## src/rtl/core_pkg.sv

```systemverilog
package core_pkg;

    // --------------------
    // widths and sizes
    localparam int xlen       = 32;
    localparam int reg_addr_w = 5;
    localparam int dmem_words = 256;

    localparam logic [xlen-1:0] reset_pc = '0;

    // --------------------
    // encodings
    typedef enum logic [6:0] {
        op_reg    = 7'b0110011,
        op_imm    = 7'b0010011,
        op_load   = 7'b0000011,
        op_store  = 7'b0100011,
        op_branch = 7'b1100011,
        op_jal    = 7'b1101111
    } opcode_e;

    typedef enum logic [3:0] {
        alu_add,
        alu_sub,
        alu_and,
        alu_or,
        alu_xor,
        alu_slt,
        alu_sll,
        alu_srl,
        alu_sra
    } alu_op_e;

    typedef enum logic [1:0] {
        fwd_none,
        fwd_ex_mem,
        fwd_mem_wb
    } fwd_sel_e;

    // --------------------
    // pipeline registers
    typedef struct packed {
        logic    reg_wr;
        logic    mem_rd;
        logic    mem_wr;
        logic    use_imm;
        alu_op_e alu_op;
    } ctrl_t;

    typedef struct packed {
        logic            valid;
        logic [xlen-1:0] pc;
        logic [31:0]     instr;
    } if_id_t;

    typedef struct packed {
        ctrl_t                 ctrl;
        logic [xlen-1:0]       rs1_data;
        logic [xlen-1:0]       rs2_data;
        logic [xlen-1:0]       imm;
        logic [reg_addr_w-1:0] rs1;
        logic [reg_addr_w-1:0] rs2;
        logic [reg_addr_w-1:0] rd;
    } id_ex_t;

    typedef struct packed {
        logic                  reg_wr;
        logic                  mem_rd;
        logic                  mem_wr;
        logic [xlen-1:0]       alu_result;
        logic [xlen-1:0]       store_data;
        logic [reg_addr_w-1:0] rd;
    } ex_mem_t;

    // MEM/WB register, doubles as the register file write port
    typedef struct packed {
        logic                  valid;
        logic [reg_addr_w-1:0] rd;
        logic [xlen-1:0]       data;
    } wb_t;

endpackage
```

## src/rtl/hazard_unit.sv

```systemverilog
`timescale 1ns/10ps

module hazard_unit (
    input  logic [core_pkg::reg_addr_w-1:0]   rs1,
    input  logic [core_pkg::reg_addr_w-1:0]   rs2,
    input  logic                              uses_rs2,
    input  logic                              is_branch,
    input  logic [core_pkg::reg_addr_w-1:0]   id_ex_rd,
    input  logic                              id_ex_reg_wr,
    input  logic                              id_ex_mem_rd,
    input  logic [core_pkg::reg_addr_w-1:0]   ex_mem_rd,
    input  logic                              ex_mem_reg_wr,
    output logic                              stall
);

    logic hit_ex;
    logic hit_mem;
    logic load_use;
    logic branch_wait;

    // decode source matches a nonzero destination further down
    assign hit_ex  = (id_ex_rd != '0) &&
                     ((id_ex_rd == rs1) || (uses_rs2 && (id_ex_rd == rs2)));
    assign hit_mem = (ex_mem_rd != '0) &&
                     ((ex_mem_rd == rs1) || (uses_rs2 && (ex_mem_rd == rs2)));

    assign load_use = id_ex_mem_rd && hit_ex;

    // branch compares in decode, so wait until the producer writes back
    assign branch_wait = is_branch && ((id_ex_reg_wr && hit_ex) || (ex_mem_reg_wr && hit_mem));

    assign stall = load_use || branch_wait;

endmodule

```

## config.mk

```make
export PLATFORM = sky130hd
export DESIGN_NAME = hazard_unit
export DESIGN_NICKNAME = d
export VERILOG_FILES = /design/src/rtl/core_pkg.sv /design/src/rtl/hazard_unit.sv
export SDC_FILE = /design/constraint.sdc
export NUM_CORES = 1
export LEC_CHECK = 0
export ABC_CLOCK_PERIOD_IN_PS = 1100
export BUFFER_PORTS_ARGS = -buffer_cell sky130_fd_sc_hd__buf_2
export CAP_MARGIN = 10
export CORE_AREA = 2 2 39 41
export DETAILED_ROUTE_END_ITERATION = 10
export DIE_AREA = 0 0 41 43
export GPL_TIMING_DRIVEN = 0
export SLEW_MARGIN = 0
export SYNTH_ARGS = -nofsm -noshare
export SYNTH_HDL_FRONTEND = slang
export SYNTH_SLANG_ARGS = --single-unit
export TNS_END_PERCENT = 20
```

## constraint.sdc

```tcl
create_clock -name vclk -period 1.1
set_input_delay 0.055 -clock vclk [all_inputs]
set_output_delay 0.055 -clock vclk [all_outputs]
set_load 0.05 [all_outputs]
```

==> results.cfg <==
[yosys]
synthCells = 35
yosys_warnings = 0
synth_nets = 60
yosys.area.top_type = xnor2_1
yosysUniqueCellTypes = 14
synth.area.top_cells = xnor2_1 34%, xor2_1 28%, o32ai_2 5.8%, or4_1 5.4%, nor4_2 4.5%
ys_seq_area_frac = 0
synth_top_area_share = 0.344
avgSynthCellArea_um2 = 8.01
netlist_area_um2 = 280

[min_path]
min_path_type = input port to primary output

[die]
core-area_mm2 = 0.00138
die-area_mm2 = 0.00176
rows = 14
die_x_um = 41
die_y_um = 43
initial_core_util = 0.203
io_pins = 26

[global_routing]
grtUsageTotal = 0.102
antenna_found_initial = 0
grt_max_degree = 4
grt_pass1_wl_mm = 1.34
first_global_vias = 320
gr-total-overflow = 0

[layout]
register_area_um2 = 0
syn_to_final_growth_pct = 73.7
antenna_cells = 0
clkbuf_count = 0
fin_nets = 90
design.seq.count = 0
n_fill_cell = 163
final_layout_size_suffix_gt1_frac = 0.492

[timing]
hold_viol = 0
min_period_over_period = 1.18
rsz0062_at_grt = yes
worstMarginPinSlew_ns = 0.287
slew_violations = 0
setup_viol = 1
relSlewSlack = 0.808
period_needed_ns = 1.30
finalSetupTns_ns = -0.201
fmax_mhz = 768
finalWorstSetupSlack_ns = -0.201

[power]
p_switching_uw = 86.2
power_frac_comb = 1.000
peakVddDrop_mv = 0.151
pwr-share-clk = 0
p_leak_nw = 0.205
swShare = 0.458
power_density_mw_per_mm2 = 387
pwr-share-seq = 0
total_power_uw = 188
p_int_uw = 102

[worst_setup_path]
crit_arrival_ns = 1.25
path_class = input port to primary output
critPathCaptureType = primary output
required_ns = 1.04
crit_fanout = 2
start_kind = input port

[route]
wl_um = 815
vias_per_cell = 4.32
vias = 341
antenna_left = 0
drt_pass1_iterations = 1
dr.first_iter.drc_count = 0
drcViolationCount = 0
wire_per_inst_um = 10.3

[placement]
portBuffers = 26
place_congestion = 0.724

[outcome]
violations = negative setup slack
status = finished, violations left

[flow_run]
maxCapViolCount = 0
## cell type report
cell class,instances,area [µm²],share of cell area
repair buffers,28,171,0.352
well taps,16,20.0,0.0411
multi-input cells,35,295,0.607
## timing repair
action	CTS	global route
resized for setup	8	1
setup endpoints to repair	1	1
pin swaps	3	3
hold endpoints to repair	0	0
hold buffers	0	0
setup buffers	1	1
## power by group through the flow
stage,combinational (mW),clock [mW],sequential [mW]
2_1_floorplan,0.0907,0,0
3_3_place_gp,0.170,0,0
3_5_place_dp,0.173,0,0
4_1_cts,0.186,0,0
5_1_grt,0.205,0,0
6_report,0.188,0,0
## Yosys cell counts
master,instances
o32ai_2,1
nand4_1,1
xnor2_1,11
nand3_1,1
o211ai_1,1
nor4_2,1
o22a_1,1
a32oi_1,1
nor2_1,2
nor3_1,1
a21oi_1,1
xor2_1,9
or4_1,2
nand2_1,2
## critical path, stage by stage
cell and delay, ns:
buf_8 0.09, or4_4 0.52, o211ai_1 0.28, o32ai_4 0.13
buf_6 0.17
## cells by family after synthesis
logic type | Yosys count | synth area share
xor gates and xnor gates | 20 | 0.625
and+or+nand+nor | 10 | 0.210
AOI/OAI and AO/OA | 5 | 0.165
## layer usage
| layer | up-vias | routed length, µm | track usage | share of wire |
|---|---|---|---|---|
| met3 | 0 | 88 | 0 | 0.11 |
| met1 | 140 | 375 | 0.155 | 0.46 |
| met2 | 19 | 351 | 0.166 | 0.43 |
| met4 | 0 | 0 | 0 | 0 |
| li1 | 182 | - | - | - |
| met5 | - | 0 | 0 | 0 |
## final timing paths
check                      from     to  slack, ns  cells past startpoint
setup / recovery   ex_mem_rd[2]  stall      -0.20                      5
hold / removal    ex_mem_reg_wr  stall       0.60                      4
## through the flow
step | area [µm²] | cells | utilization | hold WS (ns) | setup slack [ns]
floorplan | 292 | 35 | - | 0.403 | -0.0707
global placement | 442 | 77 | 0.319 | 0.644 | -0.293
detailed placement | 442 | 77 | 0.319 | 0.648 | -0.301
CTS | 475 | 78 | 0.344 | 0.603 | -0.223
global route | 487 | 79 | 0.352 | 0.629 | -0.247
finish | 487 | 79 | 0.352 | 0.600 | -0.201
## placed cells by master (no fill, tap or decap)
cell type,Yosys,final
buf_2,0,23
xnor2_1,11,11
xor2_1,9,9
nor2_1,2,2
nand2_1,2,2
buf_8,0,2
buf_4,0,2
nor4_2,1,1
nor3_1,1,1
a32oi_1,1,1
or4_1,2,1
a21oi_1,1,1
nand3_1,1,1
nand4_1,1,1
o22a_1,1,1
or4_4,0,1
o211ai_1,1,1
o32ai_4,0,1
buf_6,0,1
(Power assumes the default switching activity.)
