$ cat src/rtl/core_pkg.sv
package core_pkg;

    // --------------------
    // widths and sizes
    localparam int xlen       = 32;
    localparam int reg_addr_w = 5;
    localparam int dmem_words = 256;

    localparam logic [xlen-1:0] reset_pc = '0;

    // --------------------
    // encodings
    typedef enum logic [6:0] {
        op_reg    = 7'b0110011,
        op_imm    = 7'b0010011,
        op_load   = 7'b0000011,
        op_store  = 7'b0100011,
        op_branch = 7'b1100011,
        op_jal    = 7'b1101111
    } opcode_e;

    typedef enum logic [3:0] {
        alu_add,
        alu_sub,
        alu_and,
        alu_or,
        alu_xor,
        alu_slt,
        alu_sll,
        alu_srl,
        alu_sra
    } alu_op_e;

    typedef enum logic [1:0] {
        fwd_none,
        fwd_ex_mem,
        fwd_mem_wb
    } fwd_sel_e;

    // --------------------
    // pipeline registers
    typedef struct packed {
        logic    reg_wr;
        logic    mem_rd;
        logic    mem_wr;
        logic    use_imm;
        alu_op_e alu_op;
    } ctrl_t;

    typedef struct packed {
        logic            valid;
        logic [xlen-1:0] pc;
        logic [31:0]     instr;
    } if_id_t;

    typedef struct packed {
        ctrl_t                 ctrl;
        logic [xlen-1:0]       rs1_data;
        logic [xlen-1:0]       rs2_data;
        logic [xlen-1:0]       imm;
        logic [reg_addr_w-1:0] rs1;
        logic [reg_addr_w-1:0] rs2;
        logic [reg_addr_w-1:0] rd;
    } id_ex_t;

    typedef struct packed {
        logic                  reg_wr;
        logic                  mem_rd;
        logic                  mem_wr;
        logic [xlen-1:0]       alu_result;
        logic [xlen-1:0]       store_data;
        logic [reg_addr_w-1:0] rd;
    } ex_mem_t;

    // MEM/WB register, doubles as the register file write port
    typedef struct packed {
        logic                  valid;
        logic [reg_addr_w-1:0] rd;
        logic [xlen-1:0]       data;
    } wb_t;

endpackage
$ cat src/rtl/fetch_stage.sv
`timescale 1ns/10ps

module fetch_stage (
    input  logic                        sys_clk,
    input  logic                        sys_rst_n,
    input  logic                        stall,
    input  logic                        redirect,
    input  logic [core_pkg::xlen-1:0]   redirect_pc,
    output logic [core_pkg::xlen-1:0]   imem_addr,
    input  logic [31:0]                 imem_data,
    output core_pkg::if_id_t            if_id
);

    logic [core_pkg::xlen-1:0] pc;

    assign imem_addr = pc;

    // redirect wins over stall
    always_ff @(posedge sys_clk or negedge sys_rst_n) begin
        if (!sys_rst_n) begin
            pc <= core_pkg::reset_pc;
        end else if (redirect) begin
            pc <= redirect_pc;
        end else if (!stall) begin
            pc <= pc + core_pkg::xlen'(4);
        end
    end

    // IF/ID register
    always_ff @(posedge sys_clk or negedge sys_rst_n) begin
        if (!sys_rst_n) begin
            if_id <= '0;
        end else if (redirect) begin
            // drop the wrong-path fetch
            if_id <= '0;
        end else if (!stall) begin
            if_id.valid <= 1'b1;
            if_id.pc    <= pc;
            if_id.instr <= imem_data;
        end
    end

endmodule

$ cat config.mk
export PLATFORM = sky130hd
export DESIGN_NAME = fetch_stage
export DESIGN_NICKNAME = d
export VERILOG_FILES = /design/src/rtl/core_pkg.sv /design/src/rtl/fetch_stage.sv
export SDC_FILE = /design/constraint.sdc
export NUM_CORES = 1
export LEC_CHECK = 0
export BUFFER_PORTS_ARGS = -buffer_cell sky130_fd_sc_hd__clkbuf_2
export CAP_MARGIN = 20
export CORE_ASPECT_RATIO = 1.2
export CORE_MARGIN = 2
export CORE_UTILIZATION = 49
export CTS_CLUSTER_DIAMETER = 120
export DETAILED_ROUTE_END_ITERATION = 7
export PLACE_DENSITY = 0.8
export SETUP_SLACK_MARGIN = 0.02
export SLEW_MARGIN = 25
export SYNTH_ARGS = -nofsm -noshare
export SYNTH_HDL_FRONTEND = slang
export SYNTH_SLANG_ARGS = --single-unit
$ cat constraint.sdc
create_clock -name sys_clk -period 2 [get_ports sys_clk]
set_input_delay 0.3 -clock sys_clk [delete_from_list [all_inputs] [get_ports sys_clk]]
set_output_delay 0.3 -clock sys_clk [all_outputs]
set_load 0.01 [all_outputs]
==> flow_summary.yaml <==
cts:
  htree_levels: 3
  cts_root_buffer: "clkbuf_8"
  path_clk_slew_ns: 0.09
  cts_buffers: 9
  clock_path_buffers: 2
  clk_latency_ns: 0.35
  cts.sinks: 97
  cts_tree: "built"
synthesis:
  synth_xor_area_frac: 0.0239
  synth_top_family_by_area: "simple AND/OR/NAND/NOR gates"
  yosysWarnings: 0
  synthSimpleGateAreaFrac: 0.168
  synth_edf_count: 0
  ys.flop_type: "dfrtp_1"
  synth.distinct_cells: 31
  synth-seq-area-share: 0.552
  synthAdderAreaFrac: 0.00284
  netlist_area_um2: 4400
  synthTopCellsByArea: "dfrtp_1 55%, mux2i_1 15%, nor2_1 6.9%"
  ys_ff_latch: 97
  synth_compound_area_frac: 0.0677
  synth_commonest_cells: "97 x dfrtp_1, 81 x nor2_1, 64 x mux2i_1"
  syn-num-nets: 479
  synthArstFlopShare: 1.00
  synth.avg_cell_area_um2: 10.7
  synth_mux_area_frac: 0.151
  synth_top_cell_area_share: 0.552
  yosysMostFrequentCell: "dfrtp_1"
  synth_cells: 410
  yosys.area.top_type: "dfrtp_1"
drt:
  viasPerCell: 5.34
  num_vias: 3704
  post-route-drc-count: 0
  first_iter_violations: 251
  detail_route.wl_per_cell_um: 15.7
  wl_um: 10900
  dr.pass1.iters: 4
  antenna_left: 0
worst_hold_path:
  worstHoldPathCells: 3
  hold_class: "in -> reg"
placed_design:
  portBuffers: 164
  place_hpwl_um: 7730
  placed_cell_area_um2: 5380
  place.gp.congestion: 0.804
worst_setup_path:
  cp-end-kind: "flip-flop"
  crit_type: "reg -> reg"
  crit_cells: 5
  start_kind: "flip-flop"
  cp_data_required_time_ns: 2.28
  crit_chain: "and4b_1, nand4_1, buf_4, or4_1, a31oi_1"
  cpPeakStageDelay_ns: 0.42
  cp_max_fo: 8
  cp_slowest_cell: "dfrtp_1"
  crit_buf_inv: 1
  r2r_cells: 5
  crit_arrival_ns: 2.10
  crit_family: "simple AND/OR/NAND/NOR gates"
pwr:
  finalPower_mw: 4.12
  leakage_nw: 2.91
  p_per_area_nw_per_um2: 739
  vdd_drop_max_uv: 451
run:
  timing.max_cap.violations: 0
grt:
  grt_use_total: 0.227
  grt_pass1_wl_um: 17700
  grt_pass1_vias: 3615
  grt_overflow_total: 0
  grt_max_degree: 70
  antenna_found_initial: 0
cells_and_area:
  antennaDiodeCount: 0
  area_growth_pct: 26.9
  nNetsFinal: 643
  drive_gt1_frac: 0.345
  num-fill-cells: 745
  finalInstanceArea_um2: 5580
timing:
  slew_viol_final: 0
  final.setup.tns_ns: 0
  post-route-period-util: 0.913
  max-slew-margin-rel: 0.603
  finalSetupViolations: 0
  tightest_slew_ns: 0.596
  timing.fmax_mhz: 548
  rsz0062_at_grt: "false"
  final_hold_viol_count: 0
  skew_ns: 0.00684
  fin_crit_ns: 1.83
die:
  die_width_um: 90.5
  num_io_pins: 165
  dieArea_um2: 9750
  die_h_um: 108
  coreArea_um2: 8660
  start_util: 0.508
  rows: 37
outcome:
  status: "finished clean"
==> metrics by stage <==
stage | instances | worst slack [ns] | hold slack (ns) | utilization
floorplan | 410 | 0.270 | 0.00441 | -
global placement | 677 | 0.164 | 0.337 | 0.621
detailed placement | 677 | 0.0456 | 0.344 | 0.621
CTS | 692 | 0.0351 | 0.134 | 0.641
global route | 694 | 0.0312 | 0.150 | 0.645
finish | 694 | 0.174 | 0.144 | 0.645
==> power breakdown <==
part | total [mW] | switching [mW] | internal, mW
logic | 0.746 | 0.419 | 0.327
registers | 2.23 | 0.130 | 2.10
clock network | 1.14 | 0.634 | 0.511
total | 4.12 | 1.18 | 2.94
==> layout by cell type, fill, tap and decap left out, drive strengths merged <==
| cell type | n |
|---|---|
| and4b | 1 |
| or3 | 2 |
| and4 | 2 |
| nor2b | 2 |
| and3 | 5 |
| clkbuf | 175 |
| and2 | 3 |
| nand2 | 25 |
| ha | 1 |
| o211ai | 1 |
| o31ai | 14 |
| a31oi | 16 |
| a21oi | 2 |
| mux2 | 2 |
| inv | 4 |
| buf | 18 |
| nand3 | 9 |
| o21ai | 15 |
| or4 | 15 |
| nand4 | 10 |
| dfrtp | 97 |
| nor2 | 81 |
| mux2i | 64 |
| xnor2 | 1 |
| dlygate4sd3 | 1 |
| xor2 | 11 |
==> cell type report <==
class / instances / area [µm²] / share of cell area
Clock buffer: 14 / 163 / 0.0291
Inverter: 4 / 15.0 / 0.00269
Multi-Input combinational cell: 282 / 1840 / 0.330
Tap cell: 117 / 146 / 0.0262
Timing Repair Buffer: 180 / 986 / 0.177
Sequential cell: 97 / 2430 / 0.435
==> cell families (layout without fill, tap and decap cells) <==
group | Yosys count | count (layout)
compound gates | 48 | 48
xor+xnor | 12 | 12
fa+ha+maj | 1 | 1
buf+inv | 32 | 198
flops | 97 | 97
mux | 66 | 66
simple gates | 154 | 155
==> flip-flops by register name, summed over array words and instances (netlist names) <==
signal,count
imem_addr,32
if_id,65
==> what timing repair did <==
item                                   in CTS  in global routing
setup endpoints to repair                   0                 10
setup buffers                               0                  1
hold buffers                                1                  0
gates resized for setup                     0                  3
endpoints found under the hold margin      41                  0
==> metal layers <==
layer,track usage,vias up,wire length [µm],share of wire
li1,-,1763,-,-
met1,0.301,1792,4700,0.43
met2,0.369,130,5420,0.50
met3,0.0378,19,569,0.052
met4,0.0989,0,225,0.021
met5,0,-,0,0
==> worst min-delay path, delay by kind of cell <==
| family | cells | cell delay, ns |
|---|---|---|
| buffers and inverters | 1 | 0.07 |
| and+or+nand+nor | 1 | 0.04 |
| AOI/OAI and AO/OA | 1 | 0.05 |
==> worst paths after layout <==
path | slack (ns) | from | to
hold reg to reg | 0.52 | if_id[64] | if_id[64]
max in group asynchronous | 0.93 | sys_rst_n | if_id[21]
setup reg to reg | 0.17 | imem_addr[5] | imem_addr[28]
hold / removal | 0.14 | redirect_pc[4] | imem_addr[4]
min in group asynchronous | 0.48 | sys_rst_n | if_id[20]
setup / recovery | 0.17 | imem_addr[5] | imem_addr[28]
No activity file was read; power rests on OpenSTA's default activity.
