File: config.mk
export PLATFORM = sky130hd
export DESIGN_NAME = reg_file
export DESIGN_NICKNAME = d
export VERILOG_FILES = /design/src/rtl/core_pkg.sv /design/src/rtl/reg_file.sv
export SDC_FILE = /design/constraint.sdc
export NUM_CORES = 2
export LEC_CHECK = 0
export ABC_AREA = 1
export BUFFER_PORTS_ARGS = -buffer_cell sky130_fd_sc_hd__buf_2
export CAP_MARGIN = 20
export CORE_UTILIZATION = 35
export DETAILED_ROUTE_END_ITERATION = 8
export SLEW_MARGIN = 20
export SYNTH_ARGS = -nofsm -noshare
export SYNTH_HDL_FRONTEND = slang
export SYNTH_SLANG_ARGS = --single-unit
export TNS_END_PERCENT = 20
File: constraint.sdc
create_clock -name sys_clk -period 2.6 [get_ports sys_clk]
set_clock_uncertainty 0.15 [all_clocks]
set_input_delay 0.52 -clock sys_clk [delete_from_list [all_inputs] [get_ports sys_clk]]
set_output_delay 0.52 -clock sys_clk [all_outputs]
set_load 0.02 [all_outputs]
File: src/rtl/core_pkg.sv
package core_pkg;

    // --------------------
    // widths and sizes
    localparam int xlen       = 32;
    localparam int reg_addr_w = 5;
    localparam int dmem_words = 256;

    localparam logic [xlen-1:0] reset_pc = '0;

    // --------------------
    // encodings
    typedef enum logic [6:0] {
        op_reg    = 7'b0110011,
        op_imm    = 7'b0010011,
        op_load   = 7'b0000011,
        op_store  = 7'b0100011,
        op_branch = 7'b1100011,
        op_jal    = 7'b1101111
    } opcode_e;

    typedef enum logic [3:0] {
        alu_add,
        alu_sub,
        alu_and,
        alu_or,
        alu_xor,
        alu_slt,
        alu_sll,
        alu_srl,
        alu_sra
    } alu_op_e;

    typedef enum logic [1:0] {
        fwd_none,
        fwd_ex_mem,
        fwd_mem_wb
    } fwd_sel_e;

    // --------------------
    // pipeline registers
    typedef struct packed {
        logic    reg_wr;
        logic    mem_rd;
        logic    mem_wr;
        logic    use_imm;
        alu_op_e alu_op;
    } ctrl_t;

    typedef struct packed {
        logic            valid;
        logic [xlen-1:0] pc;
        logic [31:0]     instr;
    } if_id_t;

    typedef struct packed {
        ctrl_t                 ctrl;
        logic [xlen-1:0]       rs1_data;
        logic [xlen-1:0]       rs2_data;
        logic [xlen-1:0]       imm;
        logic [reg_addr_w-1:0] rs1;
        logic [reg_addr_w-1:0] rs2;
        logic [reg_addr_w-1:0] rd;
    } id_ex_t;

    typedef struct packed {
        logic                  reg_wr;
        logic                  mem_rd;
        logic                  mem_wr;
        logic [xlen-1:0]       alu_result;
        logic [xlen-1:0]       store_data;
        logic [reg_addr_w-1:0] rd;
    } ex_mem_t;

    // MEM/WB register, doubles as the register file write port
    typedef struct packed {
        logic                  valid;
        logic [reg_addr_w-1:0] rd;
        logic [xlen-1:0]       data;
    } wb_t;

endpackage
File: src/rtl/reg_file.sv
`timescale 1ns/10ps

module reg_file (
    input  logic                              sys_clk,
    input  logic                              sys_rst_n,
    input  core_pkg::wb_t                     wb,
    input  logic [core_pkg::reg_addr_w-1:0]   rs1,
    input  logic [core_pkg::reg_addr_w-1:0]   rs2,
    output logic [core_pkg::xlen-1:0]         rs1_data,
    output logic [core_pkg::xlen-1:0]         rs2_data
);

    logic [core_pkg::xlen-1:0] regs [2**core_pkg::reg_addr_w];

    always_ff @(posedge sys_clk or negedge sys_rst_n) begin
        if (!sys_rst_n) begin
            for (int i = 0; i < 2**core_pkg::reg_addr_w; i++) begin
                regs[i] <= '0;
            end
        end else if (wb.valid && (wb.rd != '0)) begin
            regs[wb.rd] <= wb.data;
        end
    end

    // same-cycle write passes straight through to the read side
    assign rs1_data = (wb.valid && (wb.rd != '0) && (wb.rd == rs1)) ? wb.data : regs[rs1];
    assign rs2_data = (wb.valid && (wb.rd != '0) && (wb.rd == rs2)) ? wb.data : regs[rs2];

endmodule

==> flow_metrics.py <==
metrics = {
    "outcome": {
        "status": "finished with violations",
        "violations": "negative setup slack",
    },
    "floorplanning": {
        "dieArea_sq_um": 164000,
        "rows": 147,
        "core_area_sq_um": 161000,
        "die_h_microns": 404,
        "boundaryPins": 114,
        "start_util_pct": 35.3,
        "die_x_microns": 404,
    },
    "setup_path": {
        "r2r_cells": 3,
        "crit_path_max_incr_delay_ns": 0.40,
        "worstPathRequired_ns": 1.93,
        "path_cells": "nand2_1 -> nand3_2 -> nand3_2 -> nand2_1 -> nand2_1 -> nand3_2 -> nand3_2 -> buf_6 -> nand2_2 -> buf_6",
        "worst-path-stages": 10,
        "cpMostUsedCell": "nand3_2",
        "crit_path_top_delay_cell": "dfrtp_1",
        "path_buf_inv": 2,
        "crit_family": "simple AND/OR/NAND/NOR gates",
        "path_max_fanout": 3,
        "start_kind": "register",
        "worst-setup-path-type": "reg2out",
        "rrSetupSlack_ns": 1.62,
        "rr_endpoint": "regs[953]",
        "arrival_ns": 2.08,
        "cp-end-kind": "output port",
        "reg2reg_from": "regs[953]",
    },
    "detailed_routing": {
        "vias": 60117,
        "totalWireLength_mm": 241,
        "final_antenna_net_count": 0,
        "via_per_inst": 5.66,
        "dr.pass1.iters": 8,
        "drc": 0,
        "drt_iter0_drc": 8533,
        "wl_per_cell_microns": 22.6,
    },
    "sta": {
        "layout_setup_ws_ns": -0.151,
        "slew_viol_final": 0,
        "tightestPinTransition_ns": 0.829,
        "max_freq_mhz": 364,
        "tns_ns": -6.41,
        "finalSetupViolations": 64,
        "post-route-period-util_pct": 106,
        "slew_headroom_pct": 44.7,
        "rsz0062_at_grt": "yes",
        "min_period_ns": 2.75,
        "hold_viol_final": 0,
    },
    "finish": {
        "utilization_pct": 44.1,
        "layout_commonest_cell": "nand2_1",
        "area_growth_pct": 25.0,
        "top_register": "regs",
        "reg_top3": "regs: 1024 flops",
        "fill_cells": 15882,
        "fin_area_sq_um": 70800,
        "num-nets-final": 8422,
        "layout_common_cells": "nand2_1, nand3_1, dfrtp_1",
        "largest_reg_flops": 1024,
        "drive_gt1_share_pct": 13.2,
    },
    "global_routing": {
        "top_usage_layer": "met2",
        "grt_pass1_wl_mm": 356,
        "gr-usage-met1_pct": 38.3,
        "grt_pass1_vias": 55855,
        "grt_max_degree": 97,
        "gr-total-overflow": 0,
        "use_met2_pct": 43.1,
        "grt_use_met3_pct": 5.99,
        "antenna_found_initial": 5,
        "track_usage_pct": 28.5,
    },
    "synth": {
        "ys_seq_elements": 1024,
        "synth.area.top_cells": "dfrtp_1, nand2_1, nand3_1",
        "ys_types": 22,
        "ys_warn_count": 0,
        "synth_edf_count": 0,
        "yosysTopAreaCell": "dfrtp_1",
        "synth_cells": 8336,
        "yosys_most_used_dff": "dfrtp_1",
        "synth_area_sq_um": 56700,
        "yosysSeqAreaShare_pct": 45.2,
        "avgSynthCellArea_sq_um": 6.80,
        "synth_top_area_share_pct": 45.2,
        "synth_fp_nets": 8386,
        "async_flop_share_pct": 100,
    },
    "hold_path": {
        "worstHoldEndpoint": "regs[881]",
        "min_from": "wb[17]",
        "hold_path.class": "in2reg",
        "hold_path_depth": 4,
    },
    "cts": {
        "cts_buffers": 113,
        "clkTransAtPathRegs_ns": 0.06,
        "ctsLongestPathBuffers": 3,
        "cts_root_buf": "clkbuf_16",
        "clock_latency_ns": 0.72,
        "cts_tree": "yes",
        "cts.sinks": 1024,
        "htree_levels": 3,
    },
    "pwr": {
        "power_density_nw_per_um2": 703,
        "ir_worst_vdd_v": 0.000618,
        "p_leak_uw": 0.0335,
    },
    "flow_run": {
        "cap_viol_max_count": 0,
    },
    "place": {
        "dpl.hpwl_mm": 143,
        "placed_cell_area_sq_um": 64200,
        "portBuffers": 113,
        "dp_slack_ns": -0.363,
        "place_congestion": 0.905,
    },
}
## worst register-to-register path, delay by kind of cell (launching register included)
| kind | cells | cell delay (ns) |
|---|---|---|
| buf+inv | 1 | 0.15 |
| flops | 1 | 0.42 |
| compound gates | 1 | 0.08 |
| simple gates | 1 | 0.05 |
## power breakdown
group          internal (uW)  leakage (uW)  total [uW]  switching [uW]
combinational           4450        0.0183       10900            6440
sequential             18900        0.0132       21400            2460
clock                  10300       0.00198       17500            7230
## cell families (layout without fill, tap and decap cells)
group                  after synthesis  in the layout  synth area share (%)
AND/OR/NAND/NOR                   5462           5462                  40.2
other                                0              3                     0
XOR/XNOR                             3              3                0.0464
buffers and inverters              851            981                  5.76
AO/OA/AOI/OAI                      996            996                  8.81
flip-flops                        1024           1024                  45.2
## routing by layer
layer | part of all wire, % | vias up
met5 | 0.011 | -
met4 | 5.3 | 4
met3 | 11 | 685
met2 | 44 | 3422
met1 | 41 | 28700
li1 | - | 27306
## synth_stat cells (4+ instances only)
| library cell | count |
|---|---|
| a21oi_1 | 157 |
| nand2_2 | 8 |
| nor2_1 | 158 |
| o21ai_0 | 811 |
| buf_2 | 57 |
| clkbuf_1 | 659 |
| o21ai_1 | 26 |
| buf_1 | 47 |
| inv_2 | 8 |
| dfrtp_1 | 1024 |
| nand3_1 | 1735 |
| nor3_2 | 4 |
| nor3_1 | 7 |
| nor2_2 | 4 |
| nand2_1 | 3542 |
| inv_1 | 78 |
## how the worst max path moves through the flow
stage / end / start / slack, ns
finish: rs1_data[27] / regs[539] / -0.15
global route: rs2_data[7] / rs2[0] / -0.22
CTS: rs1_data[27] / regs[603] / -0.15
detailed placement: rs2_data[14] / rs2[0] / -0.36
global placement: rs2_data[14] / rs2[0] / -0.37
floorplan: rs2_data[30] / rs2[1] / 0.05
## layout make-up
class,count,area (sq um),area share (%)
Clock inverter,54,689,0.973
Antenna cell,3,7.51,0.0106
Multi-Input combinational cell,6461,28900,40.8
Inverter,87,412,0.581
Timing Repair inverter,1,16.3,0.0230
Clock buffer,155,3310,4.67
Timing Repair Buffer,684,9140,12.9
Tap cell,2160,2700,3.82
Sequential cell,1024,25600,36.2
## what timing repair did
action | 4_1_cts | 5_1_grt
hold buffers | 2 | 0
gates cloned | 17 | 10
endpoints found under the setup margin | 64 | 64
resized for setup | 200 | 158
hold endpoints to repair | 67 | 0
pin swaps | 45 | 35
setup buffers | 17 | 19
## stage by stage
stage / total power [uW] / hold WS, ns / cells
5_1_grt: 52300 / 0.182 / 10627
3_5_place_dp: 31700 / 0.226 / 10352
4_1_cts: 49500 / 0.111 / 10597
6_report: 49800 / 0.159 / 10629
2_1_floorplan: 27600 / 0.0744 / 8336
3_3_place_gp: 31300 / 0.224 / 10352
Note: power is estimated with default switching activity, not from simulation.
