$ cat src/rtl/core_pkg.sv
package core_pkg;

    // --------------------
    // widths and sizes
    localparam int xlen       = 32;
    localparam int reg_addr_w = 5;
    localparam int dmem_words = 256;

    localparam logic [xlen-1:0] reset_pc = '0;

    // --------------------
    // encodings
    typedef enum logic [6:0] {
        op_reg    = 7'b0110011,
        op_imm    = 7'b0010011,
        op_load   = 7'b0000011,
        op_store  = 7'b0100011,
        op_branch = 7'b1100011,
        op_jal    = 7'b1101111
    } opcode_e;

    typedef enum logic [3:0] {
        alu_add,
        alu_sub,
        alu_and,
        alu_or,
        alu_xor,
        alu_slt,
        alu_sll,
        alu_srl,
        alu_sra
    } alu_op_e;

    typedef enum logic [1:0] {
        fwd_none,
        fwd_ex_mem,
        fwd_mem_wb
    } fwd_sel_e;

    // --------------------
    // pipeline registers
    typedef struct packed {
        logic    reg_wr;
        logic    mem_rd;
        logic    mem_wr;
        logic    use_imm;
        alu_op_e alu_op;
    } ctrl_t;

    typedef struct packed {
        logic            valid;
        logic [xlen-1:0] pc;
        logic [31:0]     instr;
    } if_id_t;

    typedef struct packed {
        ctrl_t                 ctrl;
        logic [xlen-1:0]       rs1_data;
        logic [xlen-1:0]       rs2_data;
        logic [xlen-1:0]       imm;
        logic [reg_addr_w-1:0] rs1;
        logic [reg_addr_w-1:0] rs2;
        logic [reg_addr_w-1:0] rd;
    } id_ex_t;

    typedef struct packed {
        logic                  reg_wr;
        logic                  mem_rd;
        logic                  mem_wr;
        logic [xlen-1:0]       alu_result;
        logic [xlen-1:0]       store_data;
        logic [reg_addr_w-1:0] rd;
    } ex_mem_t;

    // MEM/WB register, doubles as the register file write port
    typedef struct packed {
        logic                  valid;
        logic [reg_addr_w-1:0] rd;
        logic [xlen-1:0]       data;
    } wb_t;

endpackage
$ cat src/rtl/execute_stage.sv
`timescale 1ns/10ps

module execute_stage (
    input  logic                sys_clk,
    input  logic                sys_rst_n,
    input  core_pkg::id_ex_t    id_ex,
    output core_pkg::ex_mem_t   ex_mem,
    input  core_pkg::wb_t       wb
);

    core_pkg::fwd_sel_e        sel_a;
    core_pkg::fwd_sel_e        sel_b;
    logic [core_pkg::xlen-1:0] fwd_a;
    logic [core_pkg::xlen-1:0] fwd_b;
    logic [core_pkg::xlen-1:0] op_b;
    logic [core_pkg::xlen-1:0] result;

    // newest producer wins
    function automatic core_pkg::fwd_sel_e fwd_select(
        input logic [core_pkg::reg_addr_w-1:0] rs,
        input core_pkg::ex_mem_t               em,
        input core_pkg::wb_t                   w
    );
        if (em.reg_wr && (em.rd != '0) && (em.rd == rs)) begin
            return core_pkg::fwd_ex_mem;
        end else if (w.valid && (w.rd != '0) && (w.rd == rs)) begin
            return core_pkg::fwd_mem_wb;
        end
        return core_pkg::fwd_none;
    endfunction

    function automatic logic [core_pkg::xlen-1:0] fwd_mux(
        input core_pkg::fwd_sel_e        sel,
        input logic [core_pkg::xlen-1:0] reg_val,
        input logic [core_pkg::xlen-1:0] em_val,
        input logic [core_pkg::xlen-1:0] wb_val
    );
        case (sel)
            core_pkg::fwd_ex_mem: return em_val;
            core_pkg::fwd_mem_wb: return wb_val;
            default:              return reg_val;
        endcase
    endfunction

    // --------------------
    // operand select
    assign sel_a = fwd_select(id_ex.rs1, ex_mem, wb);
    assign sel_b = fwd_select(id_ex.rs2, ex_mem, wb);
    assign fwd_a = fwd_mux(sel_a, id_ex.rs1_data, ex_mem.alu_result, wb.data);
    assign fwd_b = fwd_mux(sel_b, id_ex.rs2_data, ex_mem.alu_result, wb.data);
    assign op_b  = id_ex.ctrl.use_imm ? id_ex.imm : fwd_b;

    // --------------------
    // ALU
    always_comb begin
        case (id_ex.ctrl.alu_op)
            core_pkg::alu_sub: result = fwd_a - op_b;
            core_pkg::alu_and: result = fwd_a & op_b;
            core_pkg::alu_or:  result = fwd_a | op_b;
            core_pkg::alu_xor: result = fwd_a ^ op_b;
            core_pkg::alu_slt: result = core_pkg::xlen'($signed(fwd_a) < $signed(op_b));
            core_pkg::alu_sll: result = fwd_a << op_b[4:0];
            core_pkg::alu_srl: result = fwd_a >> op_b[4:0];
            core_pkg::alu_sra: result = $unsigned($signed(fwd_a) >>> op_b[4:0]);
            default:           result = fwd_a + op_b;
        endcase
    end

    // EX/MEM register
    always_ff @(posedge sys_clk or negedge sys_rst_n) begin
        if (!sys_rst_n) begin
            ex_mem <= '0;
        end else begin
            ex_mem.reg_wr     <= id_ex.ctrl.reg_wr;
            ex_mem.mem_rd     <= id_ex.ctrl.mem_rd;
            ex_mem.mem_wr     <= id_ex.ctrl.mem_wr;
            ex_mem.alu_result <= result;
            // store data goes through the same forwarding as operand b
            ex_mem.store_data <= fwd_b;
            ex_mem.rd         <= id_ex.rd;
        end
    end

endmodule

$ cat config.mk
export PLATFORM = sky130hd
export DESIGN_NAME = execute_stage
export DESIGN_NICKNAME = d
export VERILOG_FILES = /design/src/rtl/core_pkg.sv /design/src/rtl/execute_stage.sv
export SDC_FILE = /design/constraint.sdc
export NUM_CORES = 1
export LEC_CHECK = 0
export BUFFER_PORTS_ARGS = -buffer_cell sky130_fd_sc_hd__buf_2
export CORE_MARGIN = 5
export CORE_UTILIZATION = 53
export DETAILED_ROUTE_END_ITERATION = 12
export PLACE_DENSITY = 0.8
export SLEW_MARGIN = 30
export SYNTH_ARGS = -nofsm -noshare
export SYNTH_HDL_FRONTEND = slang
export SYNTH_SLANG_ARGS = --single-unit
$ cat constraint.sdc
create_clock -name sys_clk -period 6 [get_ports sys_clk]
set_input_delay 0.6 -clock sys_clk [delete_from_list [all_inputs] [get_ports sys_clk]]
set_output_delay 0.6 -clock sys_clk [all_outputs]
set_load 0.005 [all_outputs]
==> impl_metrics.py <==
metrics = {
    "placement": {
        "gp_congestion": 1.148,
        "pre_cts_ws_ps": -28.56,
        "io_buffers": 230,
        "detailed_place_hpwl_mm": 50.69,
    },
    "pwr": {
        "intPower_uw": 1561,
        "irDropWorstVdd_mv": 0.1155,
        "switching_share": 0.4864,
        "power_leakage_uw": 0.006587,
        "p_sw_uw": 1479,
        "power_density_mw_per_mm2": 206.9,
        "seq_power_share": 0.214,
        "clkPwrFrac": 0.200,
        "pwr-share-comb": 0.586,
    },
    "worst_setup_path": {
        "timing.rr.start": "ex_mem[3]",
        "r2r_cells": 20,
        "cp_num_buf_inv": 5,
        "reg2reg_slack_ps": 190,
        "cp_top_family": "compound AO/OA/AOI/OAI gates",
        "critPathLaunchType": "primary input",
        "cp_max_fo": 11,
        "crit_slowest_cell": "a2111oi_0",
        "end_kind": "register",
        "reg2reg_to": "ex_mem[59]",
        "cp.required_ps": 6120,
        "path_cells": "buf_2, or4_4, o211ai_2, buf_4, nor2_4, buf_12, mux2i_1, o21ai_0, nand2_1, nand2_1, inv_1, ha_1, nand2b_1, a221oi_1, a2111oi_0, a221oi_2, a21oi_1, o221ai_1, buf_4, a21oi_1, o22ai_1, o21ai_0, nand4_1",
        "crit_type": "primary input to register",
        "cp.arrival_ps": 5980,
        "crit_path_max_incr_delay_ps": 620,
    },
    "clocking": {
        "cts_hold_buf": 0,
        "clkLatencyLatePin_ps": 350,
        "cts_root_buf": "clkbuf_16",
        "clk_pin_slew_ps": 70,
        "clk_path_buf_depth": 2,
        "clkSinkCount": 72,
        "cts_tree": "built",
        "htree_levels": 3,
        "cts_buffers": 9,
    },
    "grt": {
        "antenna_found_initial": 5,
        "grt_max_degree": 73,
        "grt_pass1_wl_mm": 93.86,
        "grt_usage": 0.4623,
        "overflow": 0,
        "grt_pass1_vias": 15280,
    },
    "die": {
        "row_count": 56,
        "die_area_mm2": 0.02651,
        "ioPinCount": 231,
        "die_y_um": 162.8,
        "start_util": 0.5321,
        "die_x_um": 162.8,
        "core-area_mm2": 0.02326,
    },
    "synth": {
        "synth_edf_count": 0,
        "synth.area.top_cells": "dfrtp_1 (15%), ha_1 (9.8%), o21ai_0 (7.3%)",
        "synth_seq_cells": 72,
        "ys_seq_area_frac": 0.1456,
        "synth_fp_nets": 2028,
        "syn_area_mm2": 0.01238,
        "synth_commonest_cells": "nand2_1 (211), o21ai_0 (181), nor2_1 (124)",
        "ys.flop_type": "dfrtp_1",
        "synth_top_cell_by_area": "dfrtp_1",
        "yosysMostFrequentCell": "nand2_1",
        "syn_inst": 1770,
        "yosysWarnings": 0,
        "syn_area_per_cell_um2": 6.993,
        "synth.distinct_cells": 92,
        "synth_top_area_frac": 0.1456,
        "synth_async_sr_flop_share": 1.000,
    },
    "routing": {
        "dr.pass1.iters": 8,
        "drtIter0Drc": 2918,
        "ant_nets": 0,
        "vias": 16440,
        "drc": 0,
        "routed_wl_mm": 64.91,
        "vias_per_cell": 7.091,
        "wl_per_cell_um": 27.99,
    },
    "timing": {
        "relSlewSlack": 0.3059,
        "min_period_over_period": 0.9769,
        "hold_viol_final": 0,
        "rsz0062_at_grt": "false",
        "post-route-min-period_ps": 5861,
        "clock.fmax_ghz": 0.1706,
        "finalMaxSlewViolations": 0,
        "setup_tns_ps": 0,
        "skew_ps": 9.907,
        "tightest_slew_ps": 1036,
        "setup_viol": 0,
        "fin_ws_ps": 138.9,
    },
    "cells_and_area": {
        "syn_to_final_growth_pct": 18.72,
        "fin_util": 0.6317,
        "reg.largest.list": "ex_mem: 72 flops",
        "top_register": "ex_mem",
        "largest_register_ffs": 72,
        "fin_nets": 2251,
        "drive_above_1_share": 0.2233,
    },
    "run_status": {
        "outcome": "completed",
    },
    "min_path": {
        "min_path_type": "primary input to asynchronous set/reset pin",
    },
    "flow_run": {
        "cap_viol_max_count": 0,
    },
}
-- cells in the final DEF (no fill, tap or decap), types with 10 or more instances in the layout --
cell      Yosys  final
a211oi_1     29     29
a21o_1       16     16
a21oi_1     120    120
a221o_1      10     10
a221oi_1     24     23
a22oi_1      12     12
a31oi_1      48     46
buf_2        20    229
buf_4         5    118
dfrtp_1      72     72
ha_1         97     97
inv_1        93     93
mux2_2       17     17
mux2i_1      76     74
nand2_1     211    211
nand2b_1     16     16
nand3_1     114    114
nand4_1      11     11
nor2_1      124    122
nor2b_1      11     11
nor3_1       60     57
o211ai_1     28     28
o21ai_0     181    180
o21ai_1      10     11
o221ai_1     15     15
o22ai_1      23     23
xnor2_1      21     20
xor2_1       12     11
-- metal layers --
layer / vias to the layer above / routed length [um] / share of wire / GRT usage
met3: 335 / 9901 / 0.15 / 0.1579
met5: - / 13 / 0.00020 / 0
met2: 1491 / 27770 / 0.43 / 0.7155
met1: 7621 / 22610 / 0.35 / 0.5650
met4: 2 / 4610 / 0.071 / 0.2528
li1: 6995 / - / - / -
-- power groups by stage --
stage	registers, uW	logic, uW	clock network, uW
after floorplan	623	996	0
after global placement	649	1660	0
after detailed placement	651	1680	0
after CTS	641	1690	605
after global routing	649	1870	626
final	651	1780	608
-- area by class of cell --
class                   count  area [um^2]
repair buffers            349         2063
diodes                      3        7.507
clock inverters             6        92.59
multi-input cells        1464         9739
flip-flops and latches     72         1802
clock buffers               9        225.2
inverters                  97        366.6
fillers                  2152         8567
well taps                 319        399.1
-- worst max-delay path by stage --
stage                     startpoint    endpoint  slack (ps)  cells after the start
after floorplan             id_ex[8]  ex_mem[66]          60                     22
after global placement        wb[33]  ex_mem[64]         120                     20
after detailed placement    id_ex[8]  ex_mem[66]         -30                     21
after CTS                  ex_mem[2]  ex_mem[64]         300                     19
after global routing        id_ex[8]  ex_mem[66]          30                     21
final                         wb[34]  ex_mem[59]         140                     23
-- cell families after synthesis --
group,synth area share
AOI/OAI and AO/OA,0.3390
xor gates and xnor gates,0.02335
adders and majority gates,0.1013
buffers and inverters,0.07601
DFF,0.1456
muxes,0.09330
and+or+nand+nor,0.2215
-- worst reg2reg max path, cell delays in order (launching register included) --
cell,delay [ps]
dfrtp_1,410
or4_4,580
o211ai_4,330
nor2_4,150
buf_4,180
o21ai_0,310
nand2_1,110
nand2_1,160
inv_1,90
ha_1,250
nor2_1,130
a221oi_1,110
a2111oi_0,620
a221oi_2,170
a21oi_1,310
o221ai_1,210
buf_4,180
a21oi_1,280
o22ai_1,160
o21ai_0,490
nand4_1,370
-- through the flow --
stage          instances  hold slack (ps)  power, uW  area [um^2]
4_1_cts             2314            353.9       2934        14650
3_3_place_gp        2299            538.7       2311        14330
5_1_grt             2318            352.9       3141        14690
6_report            2319            298.9       3040        14700
3_5_place_dp        2299            559.8       2326        14330
2_1_floorplan       1770            304.4       1619        12380
-- what timing repair did --
item | 4_1_cts | 5_1_grt
buffers inserted | 0 | 2
resized for setup | 0 | 2
setup endpoints to repair | 0 | 5
No activity file was read; power rests on OpenSTA's default activity.
