**src/rtl/core_pkg.sv**
```systemverilog
package core_pkg;

    // --------------------
    // widths and sizes
    localparam int xlen       = 32;
    localparam int reg_addr_w = 5;
    localparam int dmem_words = 256;

    localparam logic [xlen-1:0] reset_pc = '0;

    // --------------------
    // encodings
    typedef enum logic [6:0] {
        op_reg    = 7'b0110011,
        op_imm    = 7'b0010011,
        op_load   = 7'b0000011,
        op_store  = 7'b0100011,
        op_branch = 7'b1100011,
        op_jal    = 7'b1101111
    } opcode_e;

    typedef enum logic [3:0] {
        alu_add,
        alu_sub,
        alu_and,
        alu_or,
        alu_xor,
        alu_slt,
        alu_sll,
        alu_srl,
        alu_sra
    } alu_op_e;

    typedef enum logic [1:0] {
        fwd_none,
        fwd_ex_mem,
        fwd_mem_wb
    } fwd_sel_e;

    // --------------------
    // pipeline registers
    typedef struct packed {
        logic    reg_wr;
        logic    mem_rd;
        logic    mem_wr;
        logic    use_imm;
        alu_op_e alu_op;
    } ctrl_t;

    typedef struct packed {
        logic            valid;
        logic [xlen-1:0] pc;
        logic [31:0]     instr;
    } if_id_t;

    typedef struct packed {
        ctrl_t                 ctrl;
        logic [xlen-1:0]       rs1_data;
        logic [xlen-1:0]       rs2_data;
        logic [xlen-1:0]       imm;
        logic [reg_addr_w-1:0] rs1;
        logic [reg_addr_w-1:0] rs2;
        logic [reg_addr_w-1:0] rd;
    } id_ex_t;

    typedef struct packed {
        logic                  reg_wr;
        logic                  mem_rd;
        logic                  mem_wr;
        logic [xlen-1:0]       alu_result;
        logic [xlen-1:0]       store_data;
        logic [reg_addr_w-1:0] rd;
    } ex_mem_t;

    // MEM/WB register, doubles as the register file write port
    typedef struct packed {
        logic                  valid;
        logic [reg_addr_w-1:0] rd;
        logic [xlen-1:0]       data;
    } wb_t;

endpackage
```
**src/rtl/decode_stage.sv**
```systemverilog
`timescale 1ns/10ps

module decode_stage (
    input  logic                              sys_clk,
    input  logic                              sys_rst_n,
    input  core_pkg::if_id_t                  if_id,
    output logic [core_pkg::reg_addr_w-1:0]   rs1,
    output logic [core_pkg::reg_addr_w-1:0]   rs2,
    input  logic [core_pkg::xlen-1:0]         rs1_data,
    input  logic [core_pkg::xlen-1:0]         rs2_data,
    output logic                              uses_rs2,
    output logic                              is_branch,
    input  logic                              stall,
    output logic                              redirect,
    output logic [core_pkg::xlen-1:0]         redirect_pc,
    output core_pkg::id_ex_t                  id_ex
);

    core_pkg::opcode_e         opcode;
    core_pkg::ctrl_t           ctrl;
    logic [31:0]               instr;
    logic [core_pkg::xlen-1:0] imm_i, imm_s, imm_b, imm_j;
    logic [core_pkg::xlen-1:0] imm;
    logic                      is_jal;
    logic                      taken;

    // funct3 plus the alternate bit picks the ALU operation
    function automatic core_pkg::alu_op_e alu_decode(input logic [2:0] funct3,
                                                     input logic alt);
        case (funct3)
            3'b000:  return alt ? core_pkg::alu_sub : core_pkg::alu_add;
            3'b001:  return core_pkg::alu_sll;
            3'b010:  return core_pkg::alu_slt;
            3'b100:  return core_pkg::alu_xor;
            3'b101:  return alt ? core_pkg::alu_sra : core_pkg::alu_srl;
            3'b110:  return core_pkg::alu_or;
            3'b111:  return core_pkg::alu_and;
            default: return core_pkg::alu_add;
        endcase
    endfunction

    assign instr  = if_id.instr;
    assign opcode = core_pkg::opcode_e'(instr[6:0]);
    assign is_jal = if_id.valid && (opcode == core_pkg::op_jal);

    // jal carries no rs1, keep it off the hazard and forwarding checks
    assign rs1 = (opcode == core_pkg::op_jal) ? '0 : instr[19:15];
    assign rs2 = instr[24:20];

    assign uses_rs2  = (opcode == core_pkg::op_reg) || (opcode == core_pkg::op_store) ||
                       (opcode == core_pkg::op_branch);
    assign is_branch = if_id.valid && (opcode == core_pkg::op_branch);

    // --------------------
    // immediates
    assign imm_i = {{20{instr[31]}}, instr[31:20]};
    assign imm_s = {{20{instr[31]}}, instr[31:25], instr[11:7]};
    assign imm_b = {{19{instr[31]}}, instr[31], instr[7], instr[30:25], instr[11:8], 1'b0};
    assign imm_j = {{11{instr[31]}}, instr[31], instr[19:12], instr[20], instr[30:21], 1'b0};

    always_comb begin
        ctrl = '0;
        imm  = imm_i;
        case (opcode)
            core_pkg::op_reg: begin
                ctrl.reg_wr = 1'b1;
                ctrl.alu_op = alu_decode(instr[14:12], instr[30]);
            end
            core_pkg::op_imm: begin
                ctrl.reg_wr  = 1'b1;
                ctrl.use_imm = 1'b1;
                // only the shift-right form uses bit 30
                ctrl.alu_op  = alu_decode(instr[14:12],
                                          instr[30] && (instr[14:12] == 3'b101));
            end
            core_pkg::op_load: begin
                ctrl.reg_wr  = 1'b1;
                ctrl.mem_rd  = 1'b1;
                ctrl.use_imm = 1'b1;
            end
            core_pkg::op_store: begin
                ctrl.mem_wr  = 1'b1;
                ctrl.use_imm = 1'b1;
                imm          = imm_s;
            end
            core_pkg::op_jal: begin
                // link value computed as pc + 4 in execute
                ctrl.reg_wr  = 1'b1;
                ctrl.use_imm = 1'b1;
                imm          = core_pkg::xlen'(4);
            end
            default: ;
        endcase
    end

    // --------------------
    // branch resolve
    assign taken = is_jal ||
                   (is_branch && ((instr[12] == 1'b0) == (rs1_data == rs2_data)));
    assign redirect    = taken && !stall;
    assign redirect_pc = if_id.pc + (is_jal ? imm_j : imm_b);

    // ID/EX register, bubble on stall or empty slot
    always_ff @(posedge sys_clk or negedge sys_rst_n) begin
        if (!sys_rst_n) begin
            id_ex <= '0;
        end else begin
            id_ex.ctrl     <= (stall || !if_id.valid) ? '0 : ctrl;
            id_ex.rs1_data <= is_jal ? if_id.pc : rs1_data;
            id_ex.rs2_data <= rs2_data;
            id_ex.imm      <= imm;
            id_ex.rs1      <= rs1;
            id_ex.rs2      <= rs2;
            id_ex.rd       <= instr[11:7];
        end
    end

endmodule

```
**config.mk**
```make
export PLATFORM = sky130hd
export DESIGN_NAME = decode_stage
export DESIGN_NICKNAME = d
export VERILOG_FILES = /design/src/rtl/core_pkg.sv /design/src/rtl/decode_stage.sv
export SDC_FILE = /design/constraint.sdc
export NUM_CORES = 1
export LEC_CHECK = 0
export ABC_AREA = 1
export BUFFER_PORTS_ARGS = -buffer_cell sky130_fd_sc_hd__buf_2
export CAP_MARGIN = 10
export CORE_MARGIN = 2
export CORE_UTILIZATION = 40
export CTS_CLUSTER_DIAMETER = 80
export CTS_CLUSTER_SIZE = 16
export DETAILED_ROUTE_END_ITERATION = 8
export PLACE_DENSITY = 0.73
export SYNTH_ARGS = -nofsm -noshare
export SYNTH_HDL_FRONTEND = slang
export SYNTH_SLANG_ARGS = --single-unit
```
**constraint.sdc**
```tcl
create_clock -name sys_clk -period 7.8 [get_ports sys_clk]
set_input_delay 2.34 -clock sys_clk [delete_from_list [all_inputs] [get_ports sys_clk]]
set_output_delay 2.34 -clock sys_clk [all_outputs]
set_load 0.1 [all_outputs]
```
==> impl_metrics.toml <==
[outcome]
outcome = "finished clean"

[worst_setup_path]
worstPathArrival_ns = 5.25
endpoint = "redirect_pc[23]"
critPathLaunch = "if_id[5]"
critical_path.endpoint_type = "output port"
cp.required_ns = 5.46
critPathKind = "input port to output port"
cp_max_fo = 22
critPathLaunchType = "input port"

[yosys]
synth_warnings = 0
synth_compound_area_frac = 0.106
synth_top_family_by_area = "simple AND/OR/NAND/NOR gates"
synthAdderAreaFrac = 0.0728
synth_flop_cell = "dfrtp_1"
synth-simple-area-share = 0.243
synthArstFlopShare = 1.00
synth_seq_area_share = 0.417
synthXorXnorAreaFrac = 0.0648
netlist_instances = 773
netlist_area_um2 = 5950
synth_edf_count = 0
synth.distinct_cells = 34
syn_area_per_cell_um2 = 7.69
synth_fp_nets = 939
ys_ff_latch = 99
muxShareOfSynthArea = 0

[sta]
hold_ws_ns = 1.95
relSlewSlack = 0.510
worst_slack_ns = 0.211
hold_viol = 0
tightest_slew_ns = 0.734
fmax_ghz = 0.132
rsz0062_at_grt = "no"
final.min_clock_period_ns = 7.59
min_period_over_period = 0.973
finalSetupViolCount = 0
slew_violations = 0

[detailed_routing]
drc = 0
num_vias = 6007
firstDrtPassIters = 5
drtIter0Drc = 503
routedWlPerCell_um = 16.1
ant_nets = 0
routed_wl_um = 20000
vias_per_cell = 4.84

[layout]
largest_reg_flops = 99
layout-drive-gt1-share = 0.335
n_antenna_cell = 0
largest-register = "id_ex"
syn2layout_area_growth_pct = 40.8
final_nets = 1218
final_cell_mix = "buf_2, nand2_1, dfrtp_1"
top_regs = "id_ex x99"
design_area_um2 = 8370
layout_commonest_cell = "buf_2"

[clock_network]
h-tree-depth = 3
cts_setup_buffers = 0
tritoncts = "yes"
path_clk_slew_ns = 0.07
cts.sinks = 99
clockBufferDepth = 2
cts_buffers = 9
cts_root_buffer = "clkbuf_16"

[floorplan]
initial_core_util = 0.409
std_cell_rows = 44
io_pins = 296
core_area_um2 = 14500
die_x_um = 126
fp.dieArea_um2 = 15900
die_h_um = 126

[grt]
grt_pass1_vias = 5782
track_usage = 0.249
grt.overflow.total = 0
grt_pass1_wl_um = 30800
grt_max_degree = 60
antenna_found_initial = 0

[place]
io_buffers = 295
place_congestion = 0.964
placed_area_um2 = 8020
dpl.hpwl_um = 16900
place_ws_ns = 0.227

[run]
cap_viol_max_count = 0

[power]
cellPowerDensity_nw_per_um2 = 243
ir_drop_mv = 0.133
leakagePower_nw = 4.50
p_total_mw = 2.03

[worst_hold_path]
hp-class = "input port to async pin"
## routing by layer
| layer | share of wire | up-vias | GRT usage | routed length, µm |
|---|---|---|---|---|
| met3 | 0.069 | 16 | 0.0531 | 1380 |
| met1 | 0.41 | 2793 | 0.311 | 8230 |
| li1 | - | 2962 | - | - |
| met2 | 0.50 | 236 | 0.443 | 10100 |
| met5 | 0 | - | 0 | 0 |
| met4 | 0.015 | 0 | 0.0582 | 307 |
## final cells by class
class                           instances  area (µm²)
Multi-Input combinational cell        552        3060
Inverter                               87         327
Fill cell                            1357        6160
Timing Repair Buffer                  303        1940
Clock buffer                            9         225
Clock inverter                          7         110
Tap cell                              184         230
Sequential cell                        99        2480
## Yosys cell counts (2+ instances only)
cell | instances | share of area
nor2_2 | 2 | 0.0021
nand2_4 | 2 | 0.0038
nor3_1 | 6 | 0.0051
o21ai_1 | 11 | 0.0093
buf_4 | 26 | 0.033
xnor2_1 | 24 | 0.035
nor2_1 | 79 | 0.050
nand2_1 | 235 | 0.15
inv_2 | 3 | 0.0019
a21o_1 | 3 | 0.0038
nand3_1 | 16 | 0.013
inv_1 | 84 | 0.053
nand3b_1 | 4 | 0.0051
buf_2 | 8 | 0.0067
o21bai_1 | 5 | 0.0063
dfrtp_1 | 99 | 0.42
nand4_1 | 3 | 0.0032
a21oi_1 | 48 | 0.040
o21ai_0 | 46 | 0.039
xor2_1 | 20 | 0.029
ha_1 | 33 | 0.069
nor4_1 | 4 | 0.0042
## metrics by stage
stage / util / cells / TNS (ns)
after floorplan: - / 773 / -0.104
after global placement: 0.552 / 1225 / 0
after global routing: 0.576 / 1241 / 0
final: 0.576 / 1241 / 0
after detailed placement: 0.552 / 1225 / 0
after CTS: 0.575 / 1241 / 0
## critical path, cell delays in order
cell	delay, ns
buf_2	0.11
inv_2	0.05
nor2_2	0.11
inv_2	0.08
nor2_4	0.10
nand2_4	0.07
nor2_8	0.16
buf_4	0.27
o21ai_0	0.12
ha_1	0.35
a21oi_1	0.20
o21ai_2	0.11
a21oi_1	0.34
o21ai_1	0.10
buf_4	0.17
nand2_1	0.05
nand2_1	0.08
xor2_2	0.21
buf_12	0.20
## where the power goes
part	internal [mW]	switching (mW)	leakage [nW]	total, mW
sequential	0.537	0.00687	1.17	0.544
clock	0.287	0.209	0.165	0.496
combinational	0.249	0.742	3.17	0.991
## worst min-delay path by stage
stage | from | end | cells after the start
floorplan | sys_rst_n | id_ex[0]$_DFF_PN0_ | 0
global placement | sys_rst_n | id_ex[68]$_DFF_PN0_ | 1
detailed placement | sys_rst_n | id_ex[68]$_DFF_PN0_ | 1
CTS | sys_rst_n | id_ex[68]$_DFF_PN0_ | 1
global route | sys_rst_n | id_ex[68]$_DFF_PN0_ | 1
finish | sys_rst_n | id_ex[68]$_DFF_PN0_ | 1
## what timing repair did
item / 4_1_cts / 5_1_grt
endpoints found under the setup margin: 0 / 5
endpoints found under the hold margin: 0 / 0
gates resized for setup: 0 / 6
hold buffers: 0 / 0
## kinds of logic (layout without fill, tap and decap cells)
group	Yosys count	after routing
AO/OA/AOI/OAI	119	119
XOR/XNOR	44	44
adder cells (fa/ha/maj)	34	34
buffers and inverters	122	406
flip-flops	99	99
AND/OR/NAND/NOR	355	355
Note: power is estimated with default switching activity, not from simulation.
